`src/include/hamming_params.svh`:
```
// Width macros for the SECDED word store
// Hamming parity-width and data-width helper macros
`ifndef HAMMING_PARAMS_SVH
`define HAMMING_PARAMS_SVH

// Smallest parity count p that covers dw data bits, i.e. 2**p >= dw + p + 1
`define GET_HAMMING_PARITY_WIDTH(dw) ($clog2((dw) + $clog2((dw) + 1) + 1))

// Largest data width that p parity bits can protect
`define GET_HAMMING_DATA_WIDTH(pw) ((2 ** (pw)) - (pw) - 1)

// Data bits per stored word
`define ECC_DATA_WIDTH 11

// Hamming parity bits for the data width above
`define ECC_PARITY_WIDTH `GET_HAMMING_PARITY_WIDTH(`ECC_DATA_WIDTH)

// Hamming block, data plus parity, 15 bits
`define ECC_BLOCK_WIDTH (`ECC_DATA_WIDTH + `ECC_PARITY_WIDTH)

// Stored word, block plus the overall parity bit
`define ECC_WORD_WIDTH (`ECC_BLOCK_WIDTH + 1)

// Error position field, 0 to 16
`define ECC_POS_WIDTH 5

// Array geometry
`define ECC_DEPTH 8
`define ECC_ADDR_WIDTH 3

`endif

```
`src/hdl/ecc_pkg.sv`:
```
// Types for the SECDED word store
// Stored codeword, write request, read response and decode status
`default_nettype none

package ecc_pkg;

  `include "hamming_params.svh"

  // Stored codeword
  // Overall parity on top, Hamming block below with position 1 at bit 0
  typedef struct packed {
    logic                        overall;
    logic [`ECC_BLOCK_WIDTH-1:0] block;
  } ecc_word_t;

  // Write request
  // Flip mask is XORed into the stored word, bit 15 hits the overall parity
  typedef struct packed {
    logic [`ECC_ADDR_WIDTH-1:0] addr;
    logic [`ECC_DATA_WIDTH-1:0] data;
    logic [`ECC_WORD_WIDTH-1:0] flip;
  } ecc_wr_req_t;

  // Decode outcome
  typedef enum logic [1:0] {
    ECC_OK        = 2'd0,
    ECC_CORRECTED = 2'd1,
    ECC_DOUBLE    = 2'd2
  } ecc_status_t;

  // Read response
  // err_pos is the 1-based block position, 16 for the overall bit, 0 otherwise
  typedef struct packed {
    logic [`ECC_DATA_WIDTH-1:0] data;
    logic [`ECC_POS_WIDTH-1:0]  err_pos;
    ecc_status_t                status;
  } ecc_rd_rsp_t;

endpackage

`default_nettype wire

```
`src/hdl/ecc_array.sv`:
```
// Codeword register array
// Overall parity and flip mask on write, registered read with valid pulse
`timescale 1ns/1ns
`default_nettype none

`include "hamming_params.svh"

module ecc_array
  import ecc_pkg::*;
(
  input  wire logic                        clk,
  input  wire logic                        rst_n,
  input  wire logic                        wr_en,
  input  wire ecc_wr_req_t                 wr_req,
  input  wire logic [`ECC_BLOCK_WIDTH-1:0] block,
  input  wire logic                        rd_en,
  input  wire logic [`ECC_ADDR_WIDTH-1:0]  rd_addr,
  output ecc_word_t                        rd_word,
  output logic                             word_valid
);

  ecc_word_t mem [`ECC_DEPTH];
  ecc_word_t wr_word;

  // Overall parity makes the whole 16-bit word even
  assign wr_word = {^block, block};

  // Storage, cleared to the all-zero codeword
  // Mask bits flip the stored copy to model faults
  always_ff @(posedge clk or negedge rst_n) begin
    if (!rst_n) begin
      for (int i = 0; i < `ECC_DEPTH; i++) begin
        mem[i] <= '0;
      end
    end else if (wr_en) begin
      mem[wr_req.addr] <= wr_word ^ wr_req.flip;
    end
  end

  // Read data register
  // Same-cycle write to the same address is not visible yet
  always_ff @(posedge clk) begin
    if (rd_en) begin
      rd_word <= mem[rd_addr];
    end
  end

  // One valid per read, one cycle behind rd_en
  always_ff @(posedge clk or negedge rst_n) begin
    if (!rst_n) begin
      word_valid <= 1'b0;
    end else begin
      word_valid <= rd_en;
    end
  end

endmodule

`default_nettype wire

```
`src/hdl/ecc_store.sv`:
```
// SECDED word store top level
// Encoder, codeword array and the three-part decoder
`timescale 1ns/1ns
`default_nettype none

`include "hamming_params.svh"

module ecc_store
  import ecc_pkg::*;
(
  input  wire logic                       clk,
  input  wire logic                       rst_n,
  input  wire logic                       wr_en,
  input  wire ecc_wr_req_t                wr_req,
  input  wire logic                       rd_en,
  input  wire logic [`ECC_ADDR_WIDTH-1:0] rd_addr,
  output logic                            rd_valid,
  output ecc_rd_rsp_t                     rd_rsp
);

  logic [`ECC_BLOCK_WIDTH-1:0]  enc_block;
  ecc_word_t                    rd_word;
  logic                         word_valid;
  logic [`ECC_PARITY_WIDTH-1:0] syndrome;
  logic [`ECC_DATA_WIDTH-1:0]   raw_data;
  logic                         parity_err;

  // Write side encode, parity bits already sit inside the block
  hamming_encoder #(
    .DATA_WIDTH (`ECC_DATA_WIDTH)
  ) u_encoder (
    .data  (wr_req.data),
    .code  (),
    .block (enc_block)
  );

  ecc_array u_array (
    .clk        (clk),
    .rst_n      (rst_n),
    .wr_en      (wr_en),
    .wr_req     (wr_req),
    .block      (enc_block),
    .rd_en      (rd_en),
    .rd_addr    (rd_addr),
    .rd_word    (rd_word),
    .word_valid (word_valid)
  );

  // Syndrome and extraction both look at the read register
  hamming_syndrome u_syndrome (
    .rd_word  (rd_word),
    .syndrome (syndrome)
  );

  hamming_extract u_extract (
    .rd_word    (rd_word),
    .raw_data   (raw_data),
    .parity_err (parity_err)
  );

  hamming_correct u_correct (
    .word_valid (word_valid),
    .syndrome   (syndrome),
    .raw_data   (raw_data),
    .parity_err (parity_err),
    .rd_valid   (rd_valid),
    .rd_rsp     (rd_rsp)
  );

endmodule

`default_nettype wire

```
`src/hdl/hamming_correct.sv`:
```
// SECDED correction and classification
// Fixes single errors, flags double errors, forms the read response
`timescale 1ns/1ns
`default_nettype none

`include "hamming_params.svh"

module hamming_correct
  import ecc_pkg::*;
(
  input  wire logic                         word_valid,
  input  wire logic [`ECC_PARITY_WIDTH-1:0] syndrome,
  input  wire logic [`ECC_DATA_WIDTH-1:0]   raw_data,
  input  wire logic                         parity_err,
  output logic                              rd_valid,
  output ecc_rd_rsp_t                       rd_rsp
);

  logic [`ECC_DATA_WIDTH-1:0] flip_mask;
  logic                       syn_hit;

  assign syn_hit = (syndrome != '0);

  // One-hot data flip for the position the syndrome names
  // Parity positions have no data bit, so they select nothing
  for (genvar pos = 1; pos <= `ECC_BLOCK_WIDTH; pos++) begin : gen_flip
    if ((pos & (pos - 1)) != 0) begin : gen_data_pos
      assign flip_mask[pos-1-$clog2(pos+1)] = (syndrome == pos);
    end
  end

  // Odd parity means one flip, even parity with a syndrome means two
  always_comb begin
    rd_rsp.data    = raw_data;
    rd_rsp.err_pos = '0;
    rd_rsp.status  = ECC_OK;
    if (parity_err) begin
      rd_rsp.status = ECC_CORRECTED;
      if (syn_hit) begin
        rd_rsp.data    = raw_data ^ flip_mask;
        rd_rsp.err_pos = {1'b0, syndrome};
      end else begin
        // Only the overall bit flipped
        rd_rsp.err_pos = `ECC_POS_WIDTH'(`ECC_WORD_WIDTH);
      end
    end else if (syn_hit) begin
      rd_rsp.status = ECC_DOUBLE;
    end
  end

  // Decode is combinational, valid tracks the read register
  assign rd_valid = word_valid;

endmodule

`default_nettype wire

```
`src/hdl/hamming_encoder.sv`:
```
// Combinational Hamming encoder
// Parity bits sit at power-of-two positions, data bits fill the gaps
`timescale 1ns/1ns
`default_nettype none

`include "hamming_params.svh"

module hamming_encoder #(
  parameter  int DATA_WIDTH   = 8,
  localparam int PARITY_WIDTH = `GET_HAMMING_PARITY_WIDTH(DATA_WIDTH),
  localparam int BLOCK_WIDTH  = DATA_WIDTH + PARITY_WIDTH
) (
  input  wire logic [DATA_WIDTH-1:0]   data,
  output logic      [PARITY_WIDTH-1:0] code,
  output logic      [BLOCK_WIDTH-1:0]  block
);

  // Full Hamming length for this parity count
  localparam int PAD_DATA_WIDTH  = `GET_HAMMING_DATA_WIDTH(PARITY_WIDTH);
  localparam int PAD_BLOCK_WIDTH = PAD_DATA_WIDTH + PARITY_WIDTH;

  logic [PAD_DATA_WIDTH-1:0]  data_padded;
  logic [PAD_BLOCK_WIDTH-1:0] data_block;
  logic [PAD_BLOCK_WIDTH-1:0] block_padded;
  logic [PARITY_WIDTH-1:0]    parity;

  // Unused upper data bits are zero so they fall out of the parity
  assign data_padded = {{(PAD_DATA_WIDTH - DATA_WIDTH){1'b0}}, data};

  // Parity slots are left empty in the data-only block
  for (genvar i = 0; i < PARITY_WIDTH; i++) begin : gen_parity_slot
    assign data_block[2**i-1] = 1'b0;
  end

  // Data runs between parity slot 2**(k-1) and the next one at 2**k
  for (genvar k = 2; k <= PARITY_WIDTH; k++) begin : gen_data_run
    localparam int BLK_LO = 2**(k-1);
    localparam int BLK_HI = 2**k - 2;
    localparam int DAT_LO = 2**(k-1) - k;
    localparam int DAT_HI = 2**k - k - 2;
    assign data_block[BLK_HI:BLK_LO] = data_padded[DAT_HI:DAT_LO];
  end

  // Parity i covers every 1-based position with bit i set
  always_comb begin
    parity = '0;
    for (int i = 0; i < PARITY_WIDTH; i++) begin
      for (int pos = 1; pos <= PAD_BLOCK_WIDTH; pos++) begin
        if (((pos >> i) & 1) == 1) begin
          parity[i] = parity[i] ^ data_block[pos-1];
        end
      end
    end
  end

  // Drop the parity bits into their slots
  always_comb begin
    block_padded = data_block;
    for (int i = 0; i < PARITY_WIDTH; i++) begin
      block_padded[2**i-1] = parity[i];
    end
  end

  assign code  = parity;
  // Top positions only hold padding when DATA_WIDTH is short
  assign block = block_padded[BLOCK_WIDTH-1:0];

endmodule

`default_nettype wire

```
`src/hdl/hamming_extract.sv`:
```
// Data extraction and overall parity check
// Pulls data from non-power-of-two positions, reduces all 16 bits
`timescale 1ns/1ns
`default_nettype none

`include "hamming_params.svh"

module hamming_extract
  import ecc_pkg::*;
(
  input  wire ecc_word_t                  rd_word,
  output logic      [`ECC_DATA_WIDTH-1:0] raw_data,
  output logic                            parity_err
);

  // Data index of position pos skips the $clog2(pos+1) parity slots below it
  for (genvar pos = 1; pos <= `ECC_BLOCK_WIDTH; pos++) begin : gen_pick
    if ((pos & (pos - 1)) != 0) begin : gen_data_pos
      assign raw_data[pos-1-$clog2(pos+1)] = rd_word.block[pos-1];
    end
  end

  // Even over the whole word when intact
  // Any odd number of flips shows up here, the overall bit included
  assign parity_err = ^rd_word;

endmodule

`default_nettype wire

```
`src/hdl/hamming_syndrome.sv`:
```
// Syndrome generator for the stored Hamming block
// Recomputes each parity bit and folds in the stored one
`timescale 1ns/1ns
`default_nettype none

`include "hamming_params.svh"

module hamming_syndrome
  import ecc_pkg::*;
(
  input  wire ecc_word_t                    rd_word,
  output logic      [`ECC_PARITY_WIDTH-1:0] syndrome
);

  logic [`ECC_BLOCK_WIDTH-1:0] blk;

  // Overall parity bit plays no part here
  assign blk = rd_word.block;

  // Same position rule as the encoder
  // Stored parity at 2**i is covered too, so a clean block gives zero
  always_comb begin
    syndrome = '0;
    for (int i = 0; i < `ECC_PARITY_WIDTH; i++) begin
      for (int pos = 1; pos <= `ECC_BLOCK_WIDTH; pos++) begin
        if (((pos >> i) & 1) == 1) begin
          syndrome[i] = syndrome[i] ^ blk[pos-1];
        end
      end
    end
  end

  // A single flip at position p sets exactly the bits of p
  // so the syndrome reads back as that position

endmodule

`default_nettype wire

```
`config.mk`:
```
export PLATFORM = sky130hd
export DESIGN_NAME = ecc_store
export DESIGN_NICKNAME = d
export VERILOG_FILES = /design/src/hdl/ecc_pkg.sv /design/src/hdl/ecc_array.sv /design/src/hdl/ecc_store.sv /design/src/hdl/hamming_correct.sv /design/src/hdl/hamming_encoder.sv /design/src/hdl/hamming_extract.sv /design/src/hdl/hamming_syndrome.sv
export VERILOG_INCLUDE_DIRS = /design/src /design/src/include
export SDC_FILE = /design/constraint.sdc
export NUM_CORES = 1
export LEC_CHECK = 0
export ABC_AREA = 1
export BUFFER_PORTS_ARGS = -buffer_cell sky130_fd_sc_hd__buf_4
export CAP_MARGIN = 5
export CORE_UTILIZATION = 60
export DETAILED_ROUTE_END_ITERATION = 7
export PLACE_DENSITY_LB_ADDON = 0.2
export RECOVER_POWER = 50
export SYNTH_ARGS = -nofsm -noshare
export SYNTH_HDL_FRONTEND = slang
export SYNTH_SLANG_ARGS = --single-unit
```
`constraint.sdc`:
```
create_clock -name clk -period 2.1 [get_ports clk]
set_input_delay 0.21 -clock clk [delete_from_list [all_inputs] [get_ports clk]]
set_output_delay 0.21 -clock clk [all_outputs]
set_load 0.05 [all_outputs]
```
== Word-level counts from Yosys, hierarchy flattened ==
Cells that the tools add are included.
Operators by class
  mux-type cells: 11
  reduce and logical (&&, ||, !) cells: 4
  eq/ne operators: 11
  bitwise logic cells: 56
  magnitude comparators: 3
Operators with widths (count)
  128-bit bitwise mux: 1
  16-bit two-way mux: 4
  1-bit XOR: 52
  16-bit binary-select mux with 3-bit select: 1
  16-bit demux with 3-bit select: 1
  4-bit == test, second input constant: 7
  16-bit parity: 1
  16-bit XOR: 1
  15-bit parity: 1
  4-bit by 3-bit == test with 1-bit output, second input constant: 3
  11-bit two-way mux: 1
  11-bit XOR: 1
  4-bit >= comparator, second input constant: 2
  3-bit NOT with 4-bit output: 2
  5-bit two-way mux: 1
  4-bit by 2-bit == test with 1-bit output, second input constant: 1
  4-bit by 1-bit less-than comparator with 1-bit output, second input constant: 1
  2-bit two-way mux: 2
  4-bit nonzero test: 1
  1-bit logical AND: 1
Storage, ports and cells
  input port bits: 37
  register bits after elaboration: 145
  output and inout bits: 19

== Logic depth before layout (Yosys ltp) ==
  depth in word-level cells: 11
  depth in mapped cells: 16
  gate-level depth less buffers: 15

== By module ==
A second synthesis with hierarchy kept.
Second synthesis, totals
  cells, all modules: 1226
  area, all modules: 8598.2 µm²
Modules (own cells, without submodules)
  ecc_array: instances 1, cells each 860, area each 6897.9 µm², seq. area each 3708.6 µm²
  hamming_extract: instances 1, cells each 114, area each 488.0 µm², seq. area each 0.0 µm²
  hamming_encoder: instances 1, cells each 84, area each 432.9 µm², seq. area each 0.0 µm²
  hamming_syndrome: instances 1, cells each 86, area each 400.4 µm², seq. area each 0.0 µm²
  hamming_correct: instances 1, cells each 82, area each 379.1 µm², seq. area each 0.0 µm²

== Worst setup path after synthesis ==
OpenSTA, ideal clock, no wires.
  kind: flip-flop to output port
  start point: register u_array.rd_word[14] (netlist name)
  end point: output rd_rsp[6] (netlist name)
  buffers on the path: 1
  cell stages (with the launch flop): 8
  arrival time: 2093 ps
  setup slack: -203 ps
  cell sequence: edfxtp_1 buf_6 xnor2_2 xor2_2 xor2_4 and2_2 nand2_1 nor2_1
RTL lines
  end, declared: RTL line ecc_store.sv:18  | output ecc_rd_rsp_t rd_rsp

==> impl_metrics.csv <==
group,metric,value,unit
clock_tree,path_clk_slew,60,ps
setup_path,crit_required,1890,ps
floorplan,fp-row-count,41,
routing,via_per_inst,5.50,
routing,drc,0,
pwr,power,10.8,mW
finish,areaGrowthSynthToFinish,23.4,%
pwr,p_int,6.92,mW
timing,setup_viol,18,
global_routing,grt_antenna_before_repair,0,
clock_tree,cts.htree.levels,4,
timing,finalSetupTns,-7930,ps
timing,min_period,2670,ps
routing,drt.antenna.violating_nets,0,
floorplan,start_util,62.4,%
placement,port_buffers,55,
global_routing,grt_overflow,0,
setup_path,worst-setup-path-type,"flip-flop to output pin",
placement,dpl_worst_slack,-77.7,ps
setup_path,end_kind,"output pin",
run_status,violations,"setup timing",
pwr,p_sw,3.88,mW
pwr,power.leakage,4.94,nW
logic_synthesis,netlist_area,7970,um2
logic_synthesis,netlist_instances,1089,
routing,vias,7540,
placement,place.gp.congestion,0.845,
setup_path,cp.arrival,2460,ps
finish,nets,1222,
timing,hold_viol,0,
pwr,clkPwrFrac,28.3,%
routing,routedWlPerCell,15.7,um
setup_path,reg2reg_slack,840,ps
logic_synthesis,yosysTopAreaCellShare,40.5,%
floorplan,pin_count,56,
logic_synthesis,syn_area_per_cell,7.32,um2
clock_tree,cts_tree,"yes",
global_routing,grt_max_degree,79,
timing,slew-limit-headroom,23.6,%
setup_path,critPathMaxFanout,7,
timing,rsz0062_at_grt,"yes",
finish,post-route-util,77.0,%
clock_tree,clockBufferDepth,2,
pwr,comb_power_share,36.6,%
routing,dr.pass1.iters,5,
clock_tree,cts_sinks,145,
finish,nFillCells,953,
logic_synthesis,seq_area_frac_synth,46.5,%
clock_tree,cts_root_buffer,"clkbuf_16",
run,maxCapViolCount,0,
logic_synthesis,ys_types,32,
finish,final-seq-area,3710,um2
logic_synthesis,yosysTopAreaCell,"dfrtp_1",
timing,worstMarginPinSlew,1150,ps
finish,num_antenna_cells,0,
pwr,irDropWorstVdd,585,uV
finish,multi_input_area,3830,um2
routing,first_iter_violations,752,
global_routing,grt_pass1_vias,6845,
floorplan,core_area,12800,um2
logic_synthesis,yosysWarnings,0,
setup_path,slowest_stage,"edfxtp_1",
clock_tree,insertion_delay,430,ps
logic_synthesis,ys_ff_latch,145,
pwr,seqPwrFrac,35.1,%
timing,fmax,0.375,GHz
floorplan,fp.dieW,117,um
global_routing,grtUsageTotal,32.2,%
global_routing,grt_pass1_wl,33200,um
logic_synthesis,ys_top_cells_by_area,"dfrtp_1 (41%), nand2_1 (20%), o21ai_0 (8.4%)",
timing,maxSlewViolCount,0,
floorplan,dieArea,13700,um2
setup_path,start_kind,"flip-flop",
placement,hpwl,13300,um
timing,finalCritPeriodShare,127,%
routing,wl,21500,um
logic_synthesis,synth_fp_nets,1126,
floorplan,die_h,117,um
timing,finalWorstSetupSlack,-566,ps
setup_path,worstPathCellList,"xnor2_1, nand2_2, nand2_4, inv_2, nand2_1, nand2_1, nand2_2, nand2_4, nor2_4, clkbuf_16, nand3_1, nand2_1, nand2_2, buf_8",
worst_hold_path,hold_path_class,"primary input to flip-flop",
finish,drive_above_1_share,17.5,%
pwr,sw_frac_of_total,35.9,%
clock_tree,numCtsBuffers,17,
pwr,power_density,1100,nW/um2
timing,clock_skew,7.95,ps
setup_path,cpPeakStageDelay,530,ps
run_status,status,"finished with violations",
[cells in the mapped netlist]
cell type	n
o211ai_1	2
dfrtp_1	129
a21oi_1	49
buf_8	1
a31oi_1	16
nand2_1	414
buf_2	2
buf_1	1
inv_2	6
buf_4	1
clkbuf_1	37
o22ai_1	4
xor2_1	23
buf_6	3
inv_1	102
nor2_2	1
xnor2_2	1
xor2_2	2
xor2_4	1
o21ai_1	1
and2_2	1
nand2_4	3
edfxtp_1	16
nand3_1	45
nor2_4	4
nand4_1	11
o21ai_0	134
clkinv_1	4
nand2_2	5
xnor2_1	11
nor2_1	58
clkbuf_2	1
[cell families (layout without fill, tap and decap cells)]
group / after synthesis / in the layout / share of synthesized area, %
xor gates and xnor gates: 38 / 38 / 4.70
and+or+nand+nor: 542 / 542 / 27.5
buffers and inverters: 158 / 267 / 7.96
DFF: 145 / 145 / 46.5
AOI/OAI and AO/OA: 206 / 206 / 13.3
[state kept, by name, indices dropped and copies added (netlist names)]
register            flops
u_array.mem           128
u_array.rd_word        16
u_array.word_valid      1
[critical path: cells and delay by family (launching register included)]
| family | cells | cell delay [ps] |
|---|---|---|
| simple gates | 10 | 890 |
| xor+xnor | 1 | 240 |
| buf+inv | 3 | 360 |
| flops | 1 | 530 |
[path summary, 6_finish.rpt]
kind / cells after the start / startpoint / to
setup / recovery: 14 / u_array.rd_word[9]$_DFFE_PP_ / rd_rsp[12]
hold / removal: 2 / rd_addr[2] / u_array.rd_word[1]$_DFFE_PP_
setup reg to reg: 6 / u_array.mem[42]$_DFFE_PN0P_ / u_array.rd_word[10]$_DFFE_PP_
hold reg to reg: 2 / u_array.mem[56]$_DFFE_PN0P_ / u_array.mem[56]$_DFFE_PN0P_
max in group asynchronous: 3 / rst_n / u_array.mem[91]$_DFFE_PN0P_
min in group asynchronous: 2 / rst_n / u_array.mem[73]$_DFFE_PN0P_
[cell usage in the layout (no fill, tap or decap), types with 3 or more instances in the layout]
cell / instances
nor2_1: 54
clkbuf_8: 3
edfxtp_1: 16
nand4_1: 11
xor2_1: 22
dfrtp_1: 129
o21ai_0: 134
nand2_4: 7
o22ai_1: 4
buf_4: 76
nand3_2: 5
clkinv_2: 3
inv_2: 14
clkbuf_16: 19
nand3_1: 40
nand2_2: 30
a31oi_1: 16
buf_8: 8
buf_6: 14
nor2_4: 9
xor2_2: 3
clkbuf_1: 19
inv_1: 93
buf_12: 5
clkinv_1: 4
xnor2_1: 9
a21oi_1: 48
nand2_1: 385
[final cells by class]
cell class / instances / share of cell area [%]
inverters: 112 / 4.30
clock buffers: 24 / 5.12
well taps: 172 / 2.19
flip-flops and latches: 145 / 37.7
multi-input cells: 786 / 38.9
clock inverters: 8 / 1.01
repair buffers: 123 / 10.7
[power groups by stage]
stage | clock, mW | combinational [mW] | sequential [mW]
after floorplan | 0 | 2.28 | 3.73
after global placement | 0 | 3.03 | 3.80
after detailed placement | 0 | 3.11 | 3.82
after CTS | 3.07 | 3.53 | 3.78
after global routing | 3.19 | 4.31 | 3.85
final | 3.06 | 3.95 | 3.79
[routing by layer]
metal | share of wire (%) | GRT usage (%) | vias to the layer above
met5 | 0 | 0 | -
met4 | 2.0 | 10.5 | 0
met3 | 6.4 | 6.64 | 44
met2 | 49 | 54.5 | 313
met1 | 42 | 41.4 | 3536
li1 | - | - | 3647
[through the flow]
stage	cell area, um2	hold slack, ps	std cells
floorplan	8000	-85.6	1089
global placement	8750	178	1310
detailed placement	8750	183	1310
CTS	9680	49.6	1359
global route	9830	174	1370
finish	9830	179	1370
[repair_timing]
action                                  4_1_cts  5_1_grt
resized for setup                            56       30
setup buffers                                16       12
hold buffers                                  1        0
pin swaps                                    17       13
endpoints found under the hold margin        29        0
cloned                                        0        1
endpoints found under the setup margin       18       18
(Power assumes the default switching activity.)
